==> config.mk <==
export PLATFORM = sky130hd
export DESIGN_NAME = mmul_operand_feeder
export DESIGN_NICKNAME = d
export VERILOG_FILES = /design/src/rtl/mmul_pkg.sv /design/src/rtl/mmul_operand_feeder.sv
export SDC_FILE = /design/constraint.sdc
export NUM_CORES = 1
export LEC_CHECK = 0
export BUFFER_PORTS_ARGS = -buffer_cell sky130_fd_sc_hd__buf_2
export CORE_AREA = 4 4 41 43
export DETAILED_ROUTE_END_ITERATION = 10
export DIE_AREA = 0 0 45 47
export PLACE_DENSITY = 0.4
export RECOVER_POWER = 25
export SLEW_MARGIN = 20
export SYNTH_ARGS = -nofsm -noshare
export SYNTH_HDL_FRONTEND = slang
export SYNTH_SLANG_ARGS = --single-unit
==> constraint.sdc <==
create_clock -name clk_i -period 1.4 [get_ports clk_i]
set_clock_uncertainty 0.1 [all_clocks]
set_input_delay 0.21 -clock clk_i [delete_from_list [all_inputs] [get_ports clk_i]]
set_output_delay 0.21 -clock clk_i [all_outputs]
set_load 0.02 [all_outputs]
==> src/rtl/mmul_pkg.sv <==
// Sizes and APB map; a store of Dim*Dim words must fit its 0x100 window, so Dim is at most 8
`default_nettype none

package mmul_pkg;

  // Default job shape, overridden only through mmul_wrap parameters
  localparam int unsigned Dim   = 4;
  localparam int unsigned DataW = 8;
  localparam int unsigned AccW  = 32;

  localparam int unsigned ApbAddrW = 12;
  localparam int unsigned ApbDataW = 32;

  typedef logic [ApbAddrW-1:0] apb_addr_t;
  typedef logic [ApbDataW-1:0] apb_data_t;
  typedef logic [AccW-1:0]     acc_t;

  // Register offsets
  localparam apb_addr_t CtrlAddr   = 12'h000;
  localparam apb_addr_t StatusAddr = 12'h004;

  // Element (i, j) sits at base + 4 * (i * Dim + j)
  localparam apb_addr_t XBase = 12'h100;
  localparam apb_addr_t WBase = 12'h200;
  localparam apb_addr_t ZBase = 12'h300;

  // Write one to start, ignored while busy
  localparam int unsigned CtrlStartBit = 0;

  localparam int unsigned StatusBusyBit = 0;
  localparam int unsigned StatusDoneBit = 1;

endpackage

`default_nettype wire

==> src/rtl/mmul_operand_feeder.sv <==
// Steps k once per start; busy covers the engine pipeline and drain, so it falls with done
`timescale 1ns/1ps
`default_nettype none

module mmul_operand_feeder #(
  parameter  int unsigned Dim  = mmul_pkg::Dim,
  localparam int unsigned KW   = $clog2(Dim),
  localparam int unsigned Last = Dim + 2,
  localparam int unsigned CntW = $clog2(Last + 1)
) (
  input  logic          clk_i,
  input  logic          rst_ni,
  input  logic          start_i,
  output logic          busy_o,
  output logic [KW-1:0] op_k_o,
  output logic          op_valid_o,
  output logic          op_first_o,
  output logic          op_last_o
);

  logic            busy_q;
  logic [CntW-1:0] cnt_q;

  // Count runs past the last k to cover two engine stages and the drain capture
  always_ff @(posedge clk_i or negedge rst_ni) begin
    if (!rst_ni) begin
      busy_q <= 1'b0;
      cnt_q  <= '0;
    end else if (start_i && !busy_q) begin
      busy_q <= 1'b1;
      cnt_q  <= '0;
    end else if (busy_q) begin
      if (cnt_q == CntW'(Last)) begin
        busy_q <= 1'b0;
      end
      cnt_q <= cnt_q + 1'b1;
    end
  end

  assign busy_o     = busy_q;
  assign op_valid_o = busy_q && (cnt_q < CntW'(Dim));
  assign op_k_o     = cnt_q[KW-1:0];

  // Engines clear on first and flag the row on last
  assign op_first_o = op_valid_o && (cnt_q == '0);
  assign op_last_o  = op_valid_o && (cnt_q == CntW'(Dim - 1));

endmodule

`default_nettype wire

==> results.yml <==
placed_design:
  dp.final_hpwl_microns: 422
  post-place-ws_ns: 0.04561
  placed_cells: 46
  io_buffers: 8
  routabilityCongestion: 0.7451
  postPlaceCellArea_sq_um: 309.0
detailed_routing:
  via_per_inst: 3.964
  num_vias: 222
  finalWirelength_microns: 574
  route.detailed.drc: 0
  ant_nets: 0
  drt-initial-drc-count: 2
  routedWlPerCell_microns: 10.25
  drt_first_pass_iters: 2
floorplanning:
  io_pins: 9
  initial_core_util_pct: 20.67
  fp.coreArea_sq_um: 1301
  fp.dieArea_sq_um: 2115
  placement_rows: 13
  die_width_microns: 45
  die_h_microns: 47
global_routing:
  globalRoute.busiestLayer: "met2"
  groute.layer.met1.usage_pct: 5.505
  grt_start_max_net_pins: 10
  vias_in_the_first_global_route: 240
  fraction_of_met2_tracks_used_by_global_routing_pct: 12.43
  global_route.usage.met3_pct: 4.598
  initial_antenna_violation_count: 0
  grt_overflow: 0
  global_route_wire_length_before_repair_microns: 952
  track_usage_pct: 7.052
power_and_ir_drop:
  intPower_uw: 654.6
  power.share.sequential_pct: 21.2
  clock_power_share_pct: 12.7
  cellPowerDensity_nw_per_um2: 2675
  p_leak_nw: 0.2077
  fraction_of_power_spent_switching_nets_pct: 41.78
  power.switching_uw: 469.8
  finalPower_mw: 1.124
  share_comb_of_total_power_pct: 66.1
  peak_supply_drop_mv: 1.010
clock_network:
  cts_tree: "built"
  cts.htree.levels: 1
  max-clock-path-buffers: 2
  cts_buffers: 3
  worstSkewPairLatency_ns: 0.23
  library_cell_used_as_clock_root_buffer: "sky130_fd_sc_hd__clkbuf_4"
  tritoncts_num_sinks: 4
  worst_setup_hold_path_clk_slew_ns: 0.04
cells_and_area:
  fin_nets: 50
  finish.utilization_pct: 32.31
  commonest_cells_after_routing_fill_and_taps_aside: "sky130_fd_sc_hd__buf_4 (7), sky130_fd_sc_hd__buf_2 (5), sky130_fd_sc_hd__dfrtp_1 (4), sky130_fd_sc_hd__ha_2 (3), sky130_fd_sc_hd__clkbuf_4 (3)"
  insertedDiodeCount: 0
  layout-drive-gt1-share_pct: 63.41
  area.growth.synth_to_final_pct: 56.28
  final_cells: 56
  layout.cell_area.non_filler_sq_um: 420.4
  layout.cells.most_common: "sky130_fd_sc_hd__buf_4"
synthesis:
  synth.yosys.warnings: 0
  ys_seq_area_share_pct: 37.21
  postSynthNetCount: 32
  ys_seq_elements: 4
  yosysUniqueCellTypes: 15
  mappedNetlistArea_sq_um: 269.0
  synth_area_per_cell_sq_um: 10.76
  post_synthesis_cell_count: 25
outcome:
  failed_checks: "setup timing"
  run_status: "finished with violations"
timing:
  worstMarginPinSlew_ns: 0.2302
  fin_tns_setup_ns: -0.2625
  final_critical_path_setup_slack_ns: -0.1484
  final_min_period_over_clock_period_pct: 110.6
  fmax_mhz: 645.8
  max-slew-margin-rel_pct: 84.65
  report.final.slew_viol_count: 0
  timing.final.setup_violations: 2
  rsz0062_at_grt: "true"
  final-hold-violation-count: 0
  timing.final.crit_period_ns: 1.548
  post_route_worst_hold_slack_ns: 0.1058
run:
  drv_cap: 0
hold_path:
  worst_hold_path_type: "in -> reg"
critical_path:
  start_to_end_type_of_the_worst_setup_path: "reg -> out"
  timing.critical_path.arrival_ns: 1.24
  worstSetupStartpointType: "flop"
  critical_path.max_fanout: 4
  worstPathRequired_ns: 1.09
  critical_path.endpoint_type: "output pin"
-- synth_stat cells --
library cell	n	area [sq um]
sky130_fd_sc_hd__nand2_1	1	3.750
sky130_fd_sc_hd__o31ai_2	1	12.51
sky130_fd_sc_hd__nor2_1	1	3.750
sky130_fd_sc_hd__a21o_1	1	7.510
sky130_fd_sc_hd__o31ai_1	1	7.510
sky130_fd_sc_hd__buf_4	2	15.01
sky130_fd_sc_hd__dfrtp_1	4	100.1
sky130_fd_sc_hd__buf_6	1	11.26
sky130_fd_sc_hd__and2_1	2	12.51
sky130_fd_sc_hd__inv_1	3	11.26
sky130_fd_sc_hd__a31oi_1	1	6.260
sky130_fd_sc_hd__ha_1	4	50.05
sky130_fd_sc_hd__nor2b_4	1	13.76
sky130_fd_sc_hd__nor3b_1	1	7.510
sky130_fd_sc_hd__nand2b_1	1	6.260
-- path summary, 6_finish.rpt --
path,from,endpoint,slack [ns],cells after the start
worst max-delay path,cnt_q[0],op_last_o,-0.15,4
worst min-delay path,start_i,cnt_q[2],0.11,2
worst max register to register,cnt_q[0],busy_o,0.11,6
worst min register to register,cnt_q[2],busy_o,0.45,1
max in group asynchronous,rst_ni,cnt_q[0],0.77,2
min in group asynchronous,rst_ni,cnt_q[2],0.24,2
-- timing repair --
item / 4_1_cts / 5_1_grt
pin swaps: 3 / 1
endpoints found under the hold margin: 4 / 0
buffers inserted: 5 / 2
hold buffers: 1 / 0
gates resized for setup: 10 / 2
endpoints found under the setup margin: 2 / 3
-- routing by layer --
layer	wire, microns	vias up	share of wire, %
met5	0	-	0
met4	0	0	0
met3	34	0	5.9
met2	328	4	57
met1	211	106	37
li1	-	112	-
-- flip-flops by register name (all words and copies together) (netlist names) --
name / flops
cnt_q: 3
busy_o: 1
-- worst max-delay path, stage by stage, from the launching register on --
cell                      delay, ns
sky130_fd_sc_hd__dfrtp_1       0.41
sky130_fd_sc_hd__ha_2          0.19
sky130_fd_sc_hd__ha_2          0.16
sky130_fd_sc_hd__and2_4        0.13
sky130_fd_sc_hd__buf_6         0.12
-- area by class of cell --
class                           instances  area [sq um]
Sequential cell                         4         100.1
Clock buffer                            3         22.52
Multi-Input combinational cell         15         153.9
Fill cell                             142         880.8
Tap cell                               15         18.77
Timing Repair Buffer                   16         113.9
Inverter                                3         11.26
-- power by group through the flow --
stage                     logic (mW)  registers, mW  clock network, mW
final                          0.743          0.238              0.143
after CTS                      0.704          0.242              0.152
after global placement         0.536          0.234                  0
after global routing           0.817          0.247              0.161
after floorplan                0.432          0.249                  0
after detailed placement       0.551          0.239                  0
-- logic make-up (layout without fill, tap and decap cells) --
kind of cell / count (synthesis) / in the layout / synth area share, %
AOI/OAI and AO/OA: 4 / 4 / 12.56
adders and majority gates: 4 / 4 / 18.61
buffers and inverters: 6 / 22 / 13.95
DFF: 4 / 4 / 37.21
and+or+nand+nor: 7 / 7 / 17.67
Note: power is estimated with default switching activity, not from simulation.
