==> src/rtl/mmul_pkg.sv <==
// Sizes and APB map; a store of Dim*Dim words must fit its 0x100 window, so Dim is at most 8
`default_nettype none

package mmul_pkg;

  // Default job shape, overridden only through mmul_wrap parameters
  localparam int unsigned Dim   = 4;
  localparam int unsigned DataW = 8;
  localparam int unsigned AccW  = 32;

  localparam int unsigned ApbAddrW = 12;
  localparam int unsigned ApbDataW = 32;

  typedef logic [ApbAddrW-1:0] apb_addr_t;
  typedef logic [ApbDataW-1:0] apb_data_t;
  typedef logic [AccW-1:0]     acc_t;

  // Register offsets
  localparam apb_addr_t CtrlAddr   = 12'h000;
  localparam apb_addr_t StatusAddr = 12'h004;

  // Element (i, j) sits at base + 4 * (i * Dim + j)
  localparam apb_addr_t XBase = 12'h100;
  localparam apb_addr_t WBase = 12'h200;
  localparam apb_addr_t ZBase = 12'h300;

  // Write one to start, ignored while busy
  localparam int unsigned CtrlStartBit = 0;

  localparam int unsigned StatusBusyBit = 0;
  localparam int unsigned StatusDoneBit = 1;

endpackage

`default_nettype wire

==> src/rtl/mmul_row_engine.sv <==
// One row of Z; products and sums are signed, DataW up to 12 keeps them inside 32 bits
`timescale 1ns/1ps
`default_nettype none

module mmul_row_engine #(
  parameter  int unsigned Dim   = mmul_pkg::Dim,
  parameter  int unsigned DataW = mmul_pkg::DataW,
  localparam int unsigned ProdW = 2 * DataW
) (
  input  logic                              clk_i,
  input  logic                              rst_ni,
  input  logic                              op_valid_i,
  input  logic                              op_first_i,
  input  logic                              op_last_i,
  input  logic [DataW-1:0]                  x_i,
  input  logic [Dim-1:0][DataW-1:0]         w_row_i,
  output logic                              row_valid_o,
  output logic [Dim-1:0][mmul_pkg::AccW-1:0] row_acc_o
);

  logic                               s1_valid_q;
  logic                               s1_first_q;
  logic                               s1_last_q;
  logic [Dim-1:0][ProdW-1:0]          prod_q;
  logic [Dim-1:0][mmul_pkg::AccW-1:0] acc_q;

  always_ff @(posedge clk_i or negedge rst_ni) begin
    if (!rst_ni) begin
      s1_valid_q  <= 1'b0;
      s1_first_q  <= 1'b0;
      s1_last_q   <= 1'b0;
      row_valid_o <= 1'b0;
    end else begin
      s1_valid_q  <= op_valid_i;
      s1_first_q  <= op_first_i;
      s1_last_q   <= op_last_i;
      row_valid_o <= s1_valid_q & s1_last_q;
    end
  end

  // Stage one, x times every W element of the row
  always_ff @(posedge clk_i) begin
    if (op_valid_i) begin
      for (int j = 0; j < Dim; j++) begin
        prod_q[j] <= $signed(x_i) * $signed(w_row_i[j]);
      end
    end
  end

  // Stage two, accumulate or restart on the first step
  always_ff @(posedge clk_i) begin
    if (s1_valid_q) begin
      for (int j = 0; j < Dim; j++) begin
        if (s1_first_q) begin
          acc_q[j] <= mmul_pkg::acc_t'($signed(prod_q[j]));
        end else begin
          acc_q[j] <= acc_q[j] + mmul_pkg::acc_t'($signed(prod_q[j]));
        end
      end
    end
  end

  assign row_acc_o = acc_q;

endmodule

`default_nettype wire

==> config.mk <==
export PLATFORM = sky130hd
export DESIGN_NAME = mmul_row_engine
export DESIGN_NICKNAME = d
export VERILOG_FILES = /design/src/rtl/mmul_pkg.sv /design/src/rtl/mmul_row_engine.sv
export SDC_FILE = /design/constraint.sdc
export NUM_CORES = 1
export LEC_CHECK = 0
export BUFFER_PORTS_ARGS = -buffer_cell sky130_fd_sc_hd__clkbuf_2
export CAP_MARGIN = 30
export CORE_MARGIN = 2
export CORE_UTILIZATION = 63
export CTS_CLUSTER_DIAMETER = 150
export CTS_CLUSTER_SIZE = 25
export DETAILED_ROUTE_END_ITERATION = 8
export PLACE_DENSITY = 0.83
export SYNTH_ARGS = -nofsm -noshare
export SYNTH_HDL_FRONTEND = slang
export SYNTH_SLANG_ARGS = --single-unit
==> constraint.sdc <==
create_clock -name clk_i -period 4 [get_ports clk_i]
set_input_delay 0 -clock clk_i [delete_from_list [all_inputs] [get_ports clk_i]]
set_output_delay 0 -clock clk_i [all_outputs]
set_load 0.02 [all_outputs]
==> results.ini <==
[status]
status=finished clean

[die]
die-width_um=197
rows=70
start_util_pct=63.9
fp.dieArea_sq_um=38700
die_y_um=197
pin_count=174
core_area_sq_um=36600

[synth]
yosys_warnings=0
synthCells=2463
synth_edf_count=192
avgSynthCellArea_sq_um=9.49
ys_ff_latch=196
syn_nets=2972
syn-cell-area_sq_um=23400
async_flop_share_pct=2.04
synth_cell_types=86
synth_ff_type=edfxtp_1
yosysSeqAreaShare_pct=25.1

[final_layout]
fillCellCount=2672
fin_area_sq_um=26600
fin_cells=3237
final_common_cell=inv_1
layout-drive-gt1-share_pct=15.4
ff_latch_area_sq_um=5870
area_delta_synth_final_pct=13.6
multi_input_area_sq_um=15900
layout_common_cells=inv_1, ha_1, fa_1, nand2_1, edfxtp_1
fin_nets=3265
n_antenna_cell=0

[clock_tree]
cts_root_buffer=clkbuf_16
clock_sinks=196
cts_htree_levels=4
clock_tree.buffer_depth=2
tritoncts=yes
cts_made_buffers=17
clkTransAtPathRegs_ns=0.07
clk-insertion-delay-late_ns=0.45

[worst_setup_path]
arrival_ns=4.06
timing.critical_path.to_type=flop
cp.buffers_inverters=5
r2r_cells=9
crit_required_ns=4.19
crit_path_top_delay_cell=fa_1
cp_max_fo=6
r2r_slack_ns=0.56
worst-path-stages=19
critPathKind=in2reg
crit_top_cell=fa_1
r2r-start=prod_q[63]$_DFFE_PP_
crit_path_start_kind=input pin
critPathMaxStageDelay_ns=0.54
crit_path_cell_trace=buf_2 > and2_4 > fa_1 > inv_1 > fa_1 > inv_1 > fa_1 > inv_1 > fa_1 > inv_2 > ha_4 > o21ai_2 > a21boi_2 > o21ai_1 > a21boi_1 > o21ai_2 > a21boi_2 > nor4_1 > a311o_1
r2r_end=row_acc_o[127]$_DFFE_PP_
path_delay_family=adder cells

[drt]
wl_um=55300
ant_nets=0
drt_iter0_markers=1037
wl_per_cell_um=17.1
drc=0
vias=18600
drt_first_pass_iters=7
vias_per_cell=5.75

[worst_hold_path]
min_path_type=in2reg
hold_path_end=prod_q[32]$_DFFE_PP_
min_delay_path_depth=2
hp-start=w_row_i[16]

[timing]
finalWorstPathRequiredPeriod_ns=3.87
finalClockSkew_ns=0.00903
tightest_slew_ns=0.937
finalHoldViolCount=0
fmax_ghz=0.258
slew_violations=0
slew_headroom_pct=37.5
setup_viol=0
period_share_pct=96.7

[placement]
placedCellCount=3195
gp_congestion=0.962
io_buffer_count=173
dpl.hpwl_um=44200
post_dp_cell_area_sq_um=25800

[global_route]
grt_first_pass_wirelength_um=91200
grt_pass1_vias=19000
grt_usage_pct=29.1
antenna_found_initial=0
overflow=0
grt_max_degree=68

[pwr]
power.density_nw_per_um2=922
ir_drop_uv=385
leakagePower_nw=12.6

[flow_run]
drv_cap=0

==> kinds of logic after synthesis <==
family,Yosys count,synth area share [%]
xor+xnor,158,5.92
buf+inv,443,7.34
flops,196,25.1
compound gates,555,15.0
fa+ha+maj,464,32.0
mux,20,0.905
simple gates,627,13.8
==> layer usage <==
layer	vias to the layer above	share of wire, %	global-route usage, %
met3	96	5.1	3.41
met1	9043	45	39.5
met4	0	2.3	7.99
li1	8932	-	-
met5	-	0	0
met2	536	48	49.8
==> worst register-to-register path, stage by stage, from the launching register on <==
cell and delay, ns:
edfxtp_1 0.92, ha_1 0.48, a21o_1 0.21, a31oi_1 0.24, nand4_1 0.15, a31oi_2 0.30
nor3b_1 0.11, o32ai_1 0.41, mux2i_1 0.27, xnor2_1 0.08
==> cell usage after synthesis, drive strengths merged, types with 33 or more instances <==
cell | count | area share (%)
a21o | 70 | 2.2
a21oi | 138 | 3.0
and2 | 170 | 4.5
clkbuf | 58 | 1.0
edfxtp | 192 | 25
fa | 224 | 19
ha | 240 | 13
inv | 375 | 6.0
nand2 | 200 | 3.2
nand3 | 33 | 0.71
nor2 | 71 | 1.1
nor2b | 39 | 1.0
o21ai | 183 | 3.9
xnor2 | 100 | 3.7
xor2 | 58 | 2.2
==> registers in the layout (all words and copies together) (netlist names) <==
name / flops
prod_q: 64
row_acc_o: 128
row_valid_o: 1
s1_first_q: 1
s1_last_q: 1
s1_valid_q: 1
==> worst max path at each step <==
stage | from | end | slack, ns
5_1_grt | w_row_i[16] | prod_q[46]$_DFFE_PP_ | -0.06
4_1_cts | x_i[1] | prod_q[62]$_DFFE_PP_ | 0.03
2_1_floorplan | x_i[6] | prod_q[46]$_DFFE_PP_ | -0.007
6_report | w_row_i[18] | prod_q[46]$_DFFE_PP_ | 0.13
3_3_place_gp | x_i[3] | prod_q[46]$_DFFE_PP_ | -0.34
3_5_place_dp | x_i[3] | prod_q[46]$_DFFE_PP_ | -0.50
==> cell type report <==
class | count | share of cell area (%)
well taps | 468 | 2.21
clock inverters | 14 | 0.523
clock buffers | 18 | 1.62
repair buffers | 342 | 8.34
inverters | 375 | 5.30
multi-input cells | 1824 | 59.9
flip-flops and latches | 196 | 22.1
==> report_power, final <==
group / switching [mW] / internal, mW
clock network: 0.843 / 0.879
logic: 10.1 / 7.99
registers: 0.758 / 3.88
total: 11.7 / 12.7
==> metrics by stage <==
step	total power, mW	worst slack [ns]	setup TNS (ns)	utilization [%]	hold WS (ns)
floorplan	17.6	-0.00725	-0.00725	-	-0.296
global route	26.8	-0.0622	-0.149	72.5	0.0469
finish	24.5	0.130	0	72.5	0.0208
CTS	24.2	0.0283	0	72.2	0.0219
global placement	21.6	-0.343	-3.72	70.5	-0.172
detailed placement	22.3	-0.495	-6.47	70.5	-0.173
==> repair_timing <==
| action | CTS | global route |
|---|---|---|
| resized for setup | 2 | 38 |
| setup buffers | 0 | 6 |
| pin swaps | 0 | 14 |
| hold endpoints to repair | 6 | 0 |
| hold buffers | 4 | 0 |
| endpoints found under the setup margin | 4 | 10 |
Power figures use the tool's default switching activity.
