===== src/rtl/mmul_pkg.sv =====
// Sizes and APB map; a store of Dim*Dim words must fit its 0x100 window, so Dim is at most 8
`default_nettype none

package mmul_pkg;

  // Default job shape, overridden only through mmul_wrap parameters
  localparam int unsigned Dim   = 4;
  localparam int unsigned DataW = 8;
  localparam int unsigned AccW  = 32;

  localparam int unsigned ApbAddrW = 12;
  localparam int unsigned ApbDataW = 32;

  typedef logic [ApbAddrW-1:0] apb_addr_t;
  typedef logic [ApbDataW-1:0] apb_data_t;
  typedef logic [AccW-1:0]     acc_t;

  // Register offsets
  localparam apb_addr_t CtrlAddr   = 12'h000;
  localparam apb_addr_t StatusAddr = 12'h004;

  // Element (i, j) sits at base + 4 * (i * Dim + j)
  localparam apb_addr_t XBase = 12'h100;
  localparam apb_addr_t WBase = 12'h200;
  localparam apb_addr_t ZBase = 12'h300;

  // Write one to start, ignored while busy
  localparam int unsigned CtrlStartBit = 0;

  localparam int unsigned StatusBusyBit = 0;
  localparam int unsigned StatusDoneBit = 1;

endpackage

`default_nettype wire


===== src/rtl/mmul_result_drain.sv =====
// Z store keeps the last job until the next capture; Dim must be a power of two
`timescale 1ns/1ps
`default_nettype none

module mmul_result_drain #(
  parameter  int unsigned Dim   = mmul_pkg::Dim,
  localparam int unsigned Elems = Dim * Dim,
  localparam int unsigned IdxW  = $clog2(Elems)
) (
  input  logic                                        clk_i,
  input  logic                                        rst_ni,
  input  logic                                        start_i,
  input  logic [Dim-1:0]                              row_valid_i,
  input  logic [Dim-1:0][Dim-1:0][mmul_pkg::AccW-1:0] row_acc_i,
  input  logic [IdxW-1:0]                             z_raddr_i,
  output logic                                        done_o,
  output logic [mmul_pkg::AccW-1:0]                   z_rdata_o
);

  logic [mmul_pkg::AccW-1:0] z_q [Elems];
  logic                      cap_q;
  logic                      done_q;

  // All rows finish together, capture one cycle later
  always_ff @(posedge clk_i or negedge rst_ni) begin
    if (!rst_ni) begin
      cap_q  <= 1'b0;
      done_q <= 1'b0;
    end else begin
      cap_q <= &row_valid_i;
      if (start_i) begin
        done_q <= 1'b0;
      end else if (cap_q) begin
        done_q <= 1'b1;
      end
    end
  end

  // Accumulators hold after the last step, so they are still stable here
  always_ff @(posedge clk_i) begin
    if (cap_q) begin
      for (int i = 0; i < Dim; i++) begin
        for (int j = 0; j < Dim; j++) begin
          z_q[i * Dim + j] <= row_acc_i[i][j];
        end
      end
    end
  end

  assign done_o    = done_q;
  assign z_rdata_o = z_q[z_raddr_i];

endmodule

`default_nettype wire


===== config.mk =====
export PLATFORM = sky130hd
export DESIGN_NAME = mmul_result_drain
export DESIGN_NICKNAME = d
export VERILOG_FILES = /design/src/rtl/mmul_pkg.sv /design/src/rtl/mmul_result_drain.sv
export SDC_FILE = /design/constraint.sdc
export NUM_CORES = 1
export LEC_CHECK = 0
export BUFFER_PORTS_ARGS = -buffer_cell sky130_fd_sc_hd__buf_2
export CAP_MARGIN = 20
export CORE_MARGIN = 1.5
export CORE_UTILIZATION = 24
export DETAILED_ROUTE_END_ITERATION = 12
export PLACE_DENSITY_LB_ADDON = 0.12
export SETUP_SLACK_MARGIN = 0.02
export SYNTH_ARGS = -nofsm -noshare
export SYNTH_HDL_FRONTEND = slang
export SYNTH_SLANG_ARGS = --single-unit

===== constraint.sdc =====
create_clock -name clk_i -period 35.1 [get_ports clk_i]
set_clock_uncertainty 0.05 [all_clocks]
set_input_delay 3.51 -clock clk_i [delete_from_list [all_inputs] [get_ports clk_i]]
set_output_delay 3.51 -clock clk_i [all_outputs]
set_load 0.02 [all_outputs]

==> run_results.csv, run 1 <==
group,metric,value,unit
floorplan,dieArea,0.08150,mm^2
synth,synth.ff_latch_count,514,
clock_tree,cts.sinks,514,
synth,synthArstFlopShare,0.003891,
outcome,status,"finished, final reports clean",
global_routing,grt_util_all_layers,0.1378,
clock_tree,ctsResizeCount,0,
sta,rsz0062_at_grt,"false",
critical_path,r2r_end,"z_q[6][2]",
final_layout,fillers,7746,
drt,finalWirelength,57.30,mm
flow_run,maxCapViolCount,0,
final_layout,multiInputGateArea,0.003546,mm^2
synth,ys_top_cells_by_count,"edfxtp_1, mux4_2, a22oi_1",
clock_tree,cts_buffers,59,
critical_path,worstPathArrival,6.90,ns
power,p_per_area,54.00,mW/mm^2
global_routing,grt_max_degree,158,
floorplan,start_util,0.2424,
drt,wire_per_inst,23.20,um
global_routing,grt_pass1_vias,11495,
sta,fmax,95.61,MHz
synth,synthFlopType,"edfxtp_1",
power,p_total,1349,uW
floorplan,boundaryPins,556,
floorplan,die_w,285.5,um
synth,postSynthCellCount,788,
critical_path,cpMaxStageDelayCell,"buf_4",
placed_design,globalplace.congestion,0.7651,
critical_path,worst-r2r-cell-count,4,
clock_tree,cts_root_buf,"clkbuf_16",
critical_path,cp-end-kind,"output pin",
drt,antenna_left,0,
drt,drcViolationCount,0,
global_routing,grt_pass1_wl,81.04,mm
clock_tree,cts_setup_buffers,0,
placed_design,hpwl,39.29,mm
sta,hold_viol,0,
synth,seq_area_frac_synth,0.8054,
synth,synth_cell_types,13,
critical_path,reg2reg_slack,31.20,ns
floorplan,die_y,285.5,um
critical_path,worstSetupStartpoint,"z_raddr_i[0]",
synth,synth_top_cell_area_share,0.8028,
final_layout,drive_gt1_frac,0.5509,
final_layout,syn_to_final_growth,30.44,%
synth,synth-edff-count,512,
synth,synth.area.top_cells,"edfxtp_1, mux4_2, a22oi_1",
synth,syn_area,0.01915,mm^2
global_routing,antenna_found_initial,20,
drt,vias_per_cell,4.190,
floorplan,fp-row-count,103,
final_layout,finalNetCount,1898,
clock_tree,cts.path.max_buffers,3,
critical_path,crit_path_frequent_cell,"buf_4",
critical_path,cpPeakStageDelay,0.77,ns
drt,dr_total_vias,10350,
final_layout,fin_area,0.02498,mm^2
drt,initialDrtViolationCount,563,
power,peakVddDrop,33.89,uV
critical_path,required,31.54,ns
sta,slew_headroom,0.3178,
placed_design,portBuffers,555,
synth,yosys_warnings,0,
final_layout,seq_area,0.01543,mm^2
drt,drtPass1Iterations,5,
critical_path,cp_max_fo,58,
global_routing,grt.overflow.total,0,
sta,fin_crit,10.46,ns
clock_tree,clkTransAtPathRegs,0.06,ns
critical_path,rr_startpoint,"cap_q",
hold_path,hold_path.class,"reg -> reg",
placed_design,placed_area,0.02319,mm^2
critical_path,cp-endpoint,"z_rdata_o[23]",
critical_path,critPathLaunchType,"input port",
floorplan,core,0.07900,mm^2
sta,setup_viol,0,
synth,yosysMostFrequentCell,"edfxtp_1",
clock_tree,clk_latency,0.60,ns
synth,syn_avg_cell_area,24.30,um^2
sta,fin_crit_sh,0.2980,
synth,yosys.area.top_type,"edfxtp_1",
sta,whs,0.4430,ns
clock_tree,ctsHtreeMaxLevel,2,
clock_tree,postCtsHoldBufs,0,
clock_tree,cts_tree,"done",
sta,worst_pin_slew,1.023,ns
critical_path,worst-path-buf-inv,4,
synth,synth_fp_nets,1311,
power,leakagePower,0.008911,uW
final_layout,final_cells,2470,
critical_path,worstPathCellList,"buf_8 -> buf_4 -> buf_4 -> mux4_2 -> a22oi_1 -> nand2_1 -> buf_2",
critical_path,path_class,"in -> out",
sta,tns,0,ns
critical_path,crit_family,"buffers and inverters",
placed_design,placed_cells_incl_taps,2363,
critical_path,cp.depth,7,
sta,drv_slew,0,
registers in the layout, summed over array words and instances, names as in the netlist:
register / cells
done_o: 1
cap_q: 1
z_q: 512
tightest hold or removal path: cells and delay by family (launching register included):
kind / cells / cell delay [ns]
AND/OR/NAND/NOR: 2 / 0.11
flip-flops: 1 / 0.34
metrics by stage:
step	setup WS (ns)	util
floorplan	23.47	-
global placement	24.45	0.2936
detailed placement	24.44	0.2936
CTS	24.43	0.3157
global route	24.25	0.3162
finish	24.64	0.3162
where the power goes:
| part | switching [uW] | total [uW] | leakage (uW) | internal (uW) |
|---|---|---|---|---|
| Clock | 244 | 570 | 0.000856 | 326 |
| Sequential | 3.32 | 692 | 0.00468 | 689 |
| Combinational | 43.6 | 86.9 | 0.00338 | 43.3 |
| Total | 291 | 1350 | 0.00891 | 1060 |
logic make-up after synthesis:
family	share of synthesized area
buf+inv	0.01071
compound gates	0.02509
mux	0.1505
flops	0.8054
simple gates	0.008297
how the worst min path moves through the flow:
stage,from,endpoint,slack (ns),cells past startpoint
final,done_o,done_o,0.44,2
after global routing,done_o,done_o,0.48,2
after CTS,done_o,done_o,0.45,2
after detailed placement,done_o,done_o,0.43,2
after global placement,done_o,done_o,0.42,2
after floorplan,done_o,done_o,0.55,2
routing by layer:
metal  global-route usage  share of wire  vias to the layer above
li1                     -              -                     4593
met3              0.04163          0.083                       92
met2               0.2417           0.52                      409
met4              0.03981          0.019                       22
met1               0.1624           0.38                     5234
met5                    0         0.0023                        -
cell usage in the layout, fill, tap and decap left out, drive strengths merged:
| master | netlist | routed |
|---|---|---|
| edfxtp | 512 | 512 |
| clkinv | 0 | 25 |
| dfrtp | 2 | 2 |
| buf | 26 | 569 |
| nor2 | 3 | 3 |
| mux4 | 128 | 128 |
| nand2 | 32 | 32 |
| and4 | 1 | 1 |
| diode | 0 | 6 |
| a22oi | 64 | 64 |
| inv | 0 | 3 |
| nor2b | 2 | 2 |
| clkinvlp | 0 | 2 |
| clkbuf | 17 | 67 |
| and2 | 1 | 1 |
| bufinv | 0 | 3 |
layout make-up:
class                   instances  share of cell area
flip-flops and latches        514              0.6176
well taps                    1050             0.05259
clock buffers                  67             0.06030
clock inverters                33            0.009666
multi-input cells             231              0.1419
repair buffers                569              0.1173
diodes                          6           0.0006010
(Power assumes the default switching activity.)
==> run 2: changes to the inputs <==
Settings changed: ABC_AREA set to 1.
Clock period 35.1 ns to 8.7 ns, I/O delays scaled along.
==> run 2 against run 1 <==
Compared with the run above:
- register-to-register slack lost 25 ns
- synthesized cell count rose to 2.6 times the previous value
- sequential cell count is the same
- synthesized area is 15% higher
- combinational power grew to 5.3 times the previous value
- sequential share of layout area shrank 6.4 points
- critical path type unchanged
==> run_results.csv, run 2 <==
group,metric,value,unit
sta,rsz0062_at_grt,"false",
final_layout,final_common_cell,"nand2_1",
critical_path,worst-r2r-cell-count,3,
flow_run,maxCapViolCount,0,
clock_tree,cts_root_buf,"clkbuf_16",
drt,dr_total_vias,16087,
hold_path,worstHoldStart,"start_i",
sta,drv_slew,0,
final_layout,syn_to_final_growth,26.48,%
synth,synth.ff_latch_count,514,
sta,hold_viol,0,
synth,yosys.area.top_type,"edfxtp_1",
synth,synthArstFlopShare,0.003891,
synth,yosys_warnings,0,
synth,synthFlopType,"edfxtp_1",
final_layout,multiInputGateArea,0.004463,mm^2
synth,postSynthCellCount,2068,
power,peakVddDrop,119.0,uV
placed_design,pre_cts_ws,3.936,ns
hold_path,hold_depth,2,
floorplan,fp-row-count,110,
power,p_int,4502,uW
final_layout,largest_register_ffs,512,
final_layout,top_register,"z_q",
drt,vias_per_cell,4.184,
placed_design,portBuffers,555,
synth,synth.area.top_cells,"edfxtp_1, nand2_1, nand3_1",
sta,fmax,213.7,MHz
synth,syn_avg_cell_area,10.66,um^2
power,switchingPower,1391,uW
synth,yosys.area_share.adder,0,
global_routing,antenna_found_initial,40,
critical_path,cpPeakStageDelay,0.70,ns
critical_path,reg2reg_slack,5.94,ns
global_routing,grt_pass1_vias,16471,
final_layout,final_cell_mix,"nand2_1, buf_2, edfxtp_1, inv_1, nand3_1",
final_layout,drive_gt1_frac,0.2512,
clock_tree,cts_buffers,66,
critical_path,crit_path_frequent_cell,"nand2_1",
clock_tree,ctsResizeCount,0,
hold_path,hold_end,"done_o",
clock_tree,cts.path.max_buffers,3,
power,power_frac_seq,0.474,
drt,drtPass1Iterations,5,
critical_path,worstPathCellList,"buf_8 -> inv_8 -> buf_4 -> nand2_1 -> nand2_1 -> nand2_1 -> nand3_1 -> nand3_1 -> nand2_1 -> buf_2",
floorplan,core,0.09056,mm^2
clock_tree,cts_setup_buffers,0,
placed_design,globalplace.congestion,0.8077,
critical_path,worstPathArrival,3.76,ns
final_layout,fin_area,0.02789,mm^2
critical_path,cp_max_fo,137,
power,power_frac_clock,0.448,
final_layout,finalNetCount,3128,
sta,slew_headroom,0.2553,
sta,fin_crit_sh,0.5378,
synth,synth-edff-count,512,
power,leakagePower,0.01250,uW
hold_path,hold_path.class,"in -> reg",
synth,yosysMostFrequentCell,"nand2_1",
drt,wire_per_inst,20.31,um
power,p_comb_frac,0.078,
final_layout,postLayoutCoreUtil,0.3080,
drt,antenna_left,0,
clock_tree,cts_tree,"done",
critical_path,rr_startpoint,"cap_q",
critical_path,critPathLaunchType,"input port",
synth,seq_area_frac_synth,0.6994,
clock_tree,cts.sinks,514,
synth,synth_mux_area_frac,0,
drt,drcViolationCount,0,
floorplan,dieArea,0.09372,mm^2
clock_tree,postCtsHoldBufs,1,
synth,synth_top_family_by_area,"simple AND/OR/NAND/NOR gates",
final_layout,seq_area,0.01543,mm^2
synth,synth_fp_nets,2591,
sta,setup_viol,0,
critical_path,path_class,"in -> out",
synth,ys_top_cells_by_count,"nand2_1, edfxtp_1, inv_1",
global_routing,grt_util_all_layers,0.1634,
global_routing,grt_pass1_wl,110.7,mm
global_routing,grt_max_degree,165,
floorplan,start_util,0.2435,
power,p_per_area,211.3,mW/mm^2
placed_design,placed_area,0.02578,mm^2
critical_path,worstSetupStartpoint,"z_raddr_i[0]",
synth,synth_cell_types,14,
drt,finalWirelength,78.07,mm
sta,fin_crit,4.679,ns
critical_path,cp-end-kind,"output pin",
floorplan,die_w,306.1,um
synth,synth_top_cell_area_share,0.6972,
drt,initialDrtViolationCount,960,
global_routing,grt.overflow.total,0,
critical_path,cpMaxStageDelayCell,"buf_4",
floorplan,boundaryPins,556,
sta,timing.final.ws_setup,4.021,ns
critical_path,required,7.78,ns
sta,worst_pin_slew,1.117,ns
power,power_switching_share,0.2361,
final_layout,fillers,9461,
outcome,status,"finished, final reports clean",
clock_tree,ctsHtreeMaxLevel,3,
synth,syn_area,0.02205,mm^2
synth,synth-xor-area-share,0,
synth,synth-compound-area-share,0,
clock_tree,clk_latency,0.61,ns
placed_design,hpwl,52.81,mm
synth,synth_simple_gate_area_frac,0.2024,
floorplan,die_y,306.1,um
clock_tree,clkTransAtPathRegs,0.05,ns
critical_path,r2r_end,"z_q[13][19]",
sta,tns,0,ns
run 2: cell count changes in the layout (fill, tap and decap cells not counted), sizes merged, moves of 12 or more:
cell | previous run | this run
diode | 6 | 18
nand3 | 0 | 384
mux4 | 128 | 0
nand2 | 32 | 674
inv | 3 | 390
clkbuf | 67 | 82
a22oi | 64 | 0
run 2: logic make-up after synthesis:
group,after synthesis
buf+inv,493
flops,514
simple gates,1061
run 2: critical path, delay by kind of cell:
family,cells,cell delay (ns)
and+or+nand+nor,6,0.90
buffers and inverters,4,1.64
run 2: worst max-delay path by stage:
stage	slack, ns	cells after the start	end
2_1_floorplan	2.10	0	z_q[0][0]
3_3_place_gp	3.95	10	z_rdata_o[19]
3_5_place_dp	3.94	10	z_rdata_o[19]
4_1_cts	3.93	10	z_rdata_o[19]
5_1_grt	3.75	10	z_rdata_o[19]
6_report	4.02	10	z_rdata_o[19]
run 2: through the flow:
step / hold slack [ns] / power, uW / instances
6_report: 0.3581 / 5894 / 3845
5_1_grt: 0.3180 / 6139 / 3835
4_1_cts: 0.3005 / 6015 / 3826
3_5_place_dp: 0.4318 / 3317 / 3711
3_3_place_gp: 0.4343 / 3314 / 3711
2_1_floorplan: 0.5244 / 3077 / 2068
run 2: cell type report:
type                       instances  area share
tap                             1176     0.05275
multi-input combinational       1061      0.1600
sequential                       514      0.5531
clock inverter                    32    0.009330
inverter                         388     0.05275
antenna                           18    0.001615
clock buffer                      82     0.06365
timing repair buffer             574      0.1068
run 2: power by group through the flow:
| stage | Combinational, uW | Clock [uW] | Sequential, uW |
|---|---|---|---|
| floorplan | 209 | 0 | 2870 |
| global placement | 472 | 0 | 2840 |
| detailed placement | 474 | 0 | 2840 |
| CTS | 476 | 2750 | 2790 |
| global route | 512 | 2830 | 2790 |
| finish | 460 | 2640 | 2790 |
run 2: layer usage:
| layer | track usage | routed length, um |
|---|---|---|
| met1 | 0.2051 | 33570 |
| met2 | 0.2653 | 36830 |
| met3 | 0.05053 | 5372 |
| met4 | 0.05699 | 2040 |
| met5 | 0 | 255 |
==> run 3: changes to the inputs <==
Clock period 8.7 ns to 4.2 ns, I/O delays scaled along.
==> run 3 against run 2 <==
Compared with the run above:
- sequential cell count did not move
- first-iteration DRC count rose by 28%
- global-route usage rose by 0.98 points
- highest routed layer unchanged
- worst setup slack lost 2.9 ns
==> run_results.csv, run 3 (synthesis gave the netlist of run 2 again) <==
group,metric,value,unit
final_layout,final_common_cell,"nand2_1",
clock_tree,ctsHtreeMaxLevel,3,
sta,rsz0062_at_grt,"false",
global_routing,grt.overflow.total,0,
critical_path,worst-r2r-cell-count,1,
power,p_per_area,377.1,mW/mm^2
clock_tree,cts_tree,"done",
sta,fin_crit_sh,0.7436,
drt,initialDrtViolationCount,1232,
power,peakVddDrop,233.1,uV
drt,antenna_left,0,
power,leakagePower,0.01475,uW
drt,finalWirelength,82.28,mm
flow_run,maxCapViolCount,0,
critical_path,required,3.73,ns
power,switchingPower,2952,uW
drt,wire_per_inst,18.82,um
placed_design,globalplace.congestion,0.7998,
sta,fmax,320.2,MHz
clock_tree,clkTransAtPathRegs,0.05,ns
final_layout,final_cell_mix,"nand2_1, buf_2, dlygate4sd3_1, edfxtp_1",
global_routing,antenna_found_initial,20,
final_layout,postLayoutCoreUtil,0.3668,
clock_tree,cts_setup_buffers,0,
critical_path,cp_max_fo,92,
hold_path,hold_path.class,"in -> async",
floorplan,start_util,0.2435,
sta,hold_viol,0,
floorplan,die_y,306.1,um
outcome,status,"finished, final reports clean",
critical_path,critPathLaunchType,"input port",
clock_tree,clk_latency,0.59,ns
final_layout,finalNetCount,3665,
final_layout,drive_gt1_frac,0.2141,
final_layout,syn_to_final_growth,50.62,%
global_routing,grt_pass1_vias,19393,
placed_design,placed_cells_incl_taps,3733,
critical_path,cp-end-kind,"output pin",
critical_path,r2r_end,"z_q[8][8]",
global_routing,grt_pass1_wl,120.0,mm
sta,worst_pin_slew,1.045,ns
placed_design,hpwl,55.53,mm
power,power_frac_clock,0.429,
clock_tree,cts_root_buf,"clkbuf_16",
drt,dr_total_vias,18265,
clock_tree,cts_buffers,66,
power,power_switching_share,0.2357,
sta,fin_crit,3.123,ns
placed_design,portBuffers,555,
floorplan,core,0.09056,mm^2
sta,slew_headroom,0.3035,
clock_tree,cts.path.max_buffers,3,
final_layout,final_cells,4372,
global_routing,grt_util_all_layers,0.1732,
floorplan,dieArea,0.09372,mm^2
floorplan,die_w,306.1,um
critical_path,rr_startpoint,"cap_q",
drt,vias_per_cell,4.178,
critical_path,path_class,"in -> out",
power,p_int,9573,uW
final_layout,largest_register_ffs,512,
clock_tree,cts.sinks,514,
floorplan,boundaryPins,556,
critical_path,reg2reg_slack,2.08,ns
clock_tree,ctsResizeCount,0,
final_layout,top_register,"z_q",
drt,drcViolationCount,0,
sta,setup_viol,0,
critical_path,worstPathArrival,2.65,ns
power,p_comb_frac,0.110,
power,power_frac_seq,0.462,
global_routing,grt_max_degree,101,
sta,drv_slew,0,
sta,tns,0,ns
drt,drtPass1Iterations,5,
floorplan,fp-row-count,110,
## run 3: changes by cell type in the layout (fill, tap and decap cells not counted), moves of 3 or more
cell           delta
buf_12            +6
buf_4            +15
clkinv_2          -5
dlygate4sd3_1   +516
diode_2           -3
## run 3: final cells by class
class	count	area [um^2]
clock buffers	81	1729
well taps	1176	1471
clock inverters	26	240.2
fillers	9137	57340
flip-flops and latches	514	15430
multi-input cells	1061	4463
diodes	15	37.54
inverters	388	1471
repair buffers	1111	8377
## run 3: repair_timing
item	in CTS	in global routing
hold buffers	517	0
hold endpoints to repair	516	0
setup endpoints to repair	0	0
## run 3: metal layers
layer / vias to the layer above / part of all wire / GRT usage
li1: 8839 / - / -
met1: 8742 / 0.44 / 0.2239
met2: 558 / 0.48 / 0.2908
met3: 120 / 0.055 / 0.03505
met4: 6 / 0.026 / 0.05376
met5: - / 0.00047 / 0
## run 3: worst max-delay path: stages
cell     delay [ns]
buf_8          0.18
inv_8          0.48
buf_4          0.44
nand2_1        0.09
nand2_1        0.08
nand2_1        0.05
nand3_1        0.12
nand3_1        0.25
nand2_1        0.20
buf_2          0.19
## run 3: worst max-delay path by stage
| stage | endpoint | from | slack (ns) |
|---|---|---|---|
| 2_1_floorplan | z_q[0][0] | cap_q | -0.05 |
| 3_3_place_gp | z_rdata_o[19] | z_raddr_i[0] | 0.94 |
| 3_5_place_dp | z_rdata_o[19] | z_raddr_i[0] | 0.98 |
| 4_1_cts | z_rdata_o[19] | z_raddr_i[0] | 0.99 |
| 5_1_grt | z_rdata_o[19] | z_raddr_i[0] | 0.83 |
| 6_report | z_rdata_o[19] | z_raddr_i[0] | 1.08 |
## run 3: through the flow
stage	hold WS, ns	power [uW]	area (um^2)	setup WS [ns]
floorplan	0.07441	6361	22060	-0.05072
global placement	0.1572	6883	26040	0.9415
finish	0.1051	12530	33220	1.077
CTS	0.03677	12730	33180	0.9863
detailed placement	0.1632	6885	26040	0.9812
global route	0.07374	13020	33200	0.8267
## run 3: power groups by stage
stage                     combinational [uW]  clock [uW]  sequential (uW)
after floorplan                          434           0             5930
after global placement                   993           0             5890
after detailed placement                 993           0             5890
after CTS                               1400        5550             5780
after global routing                    1500        5720             5790
final                                   1370        5370             5780
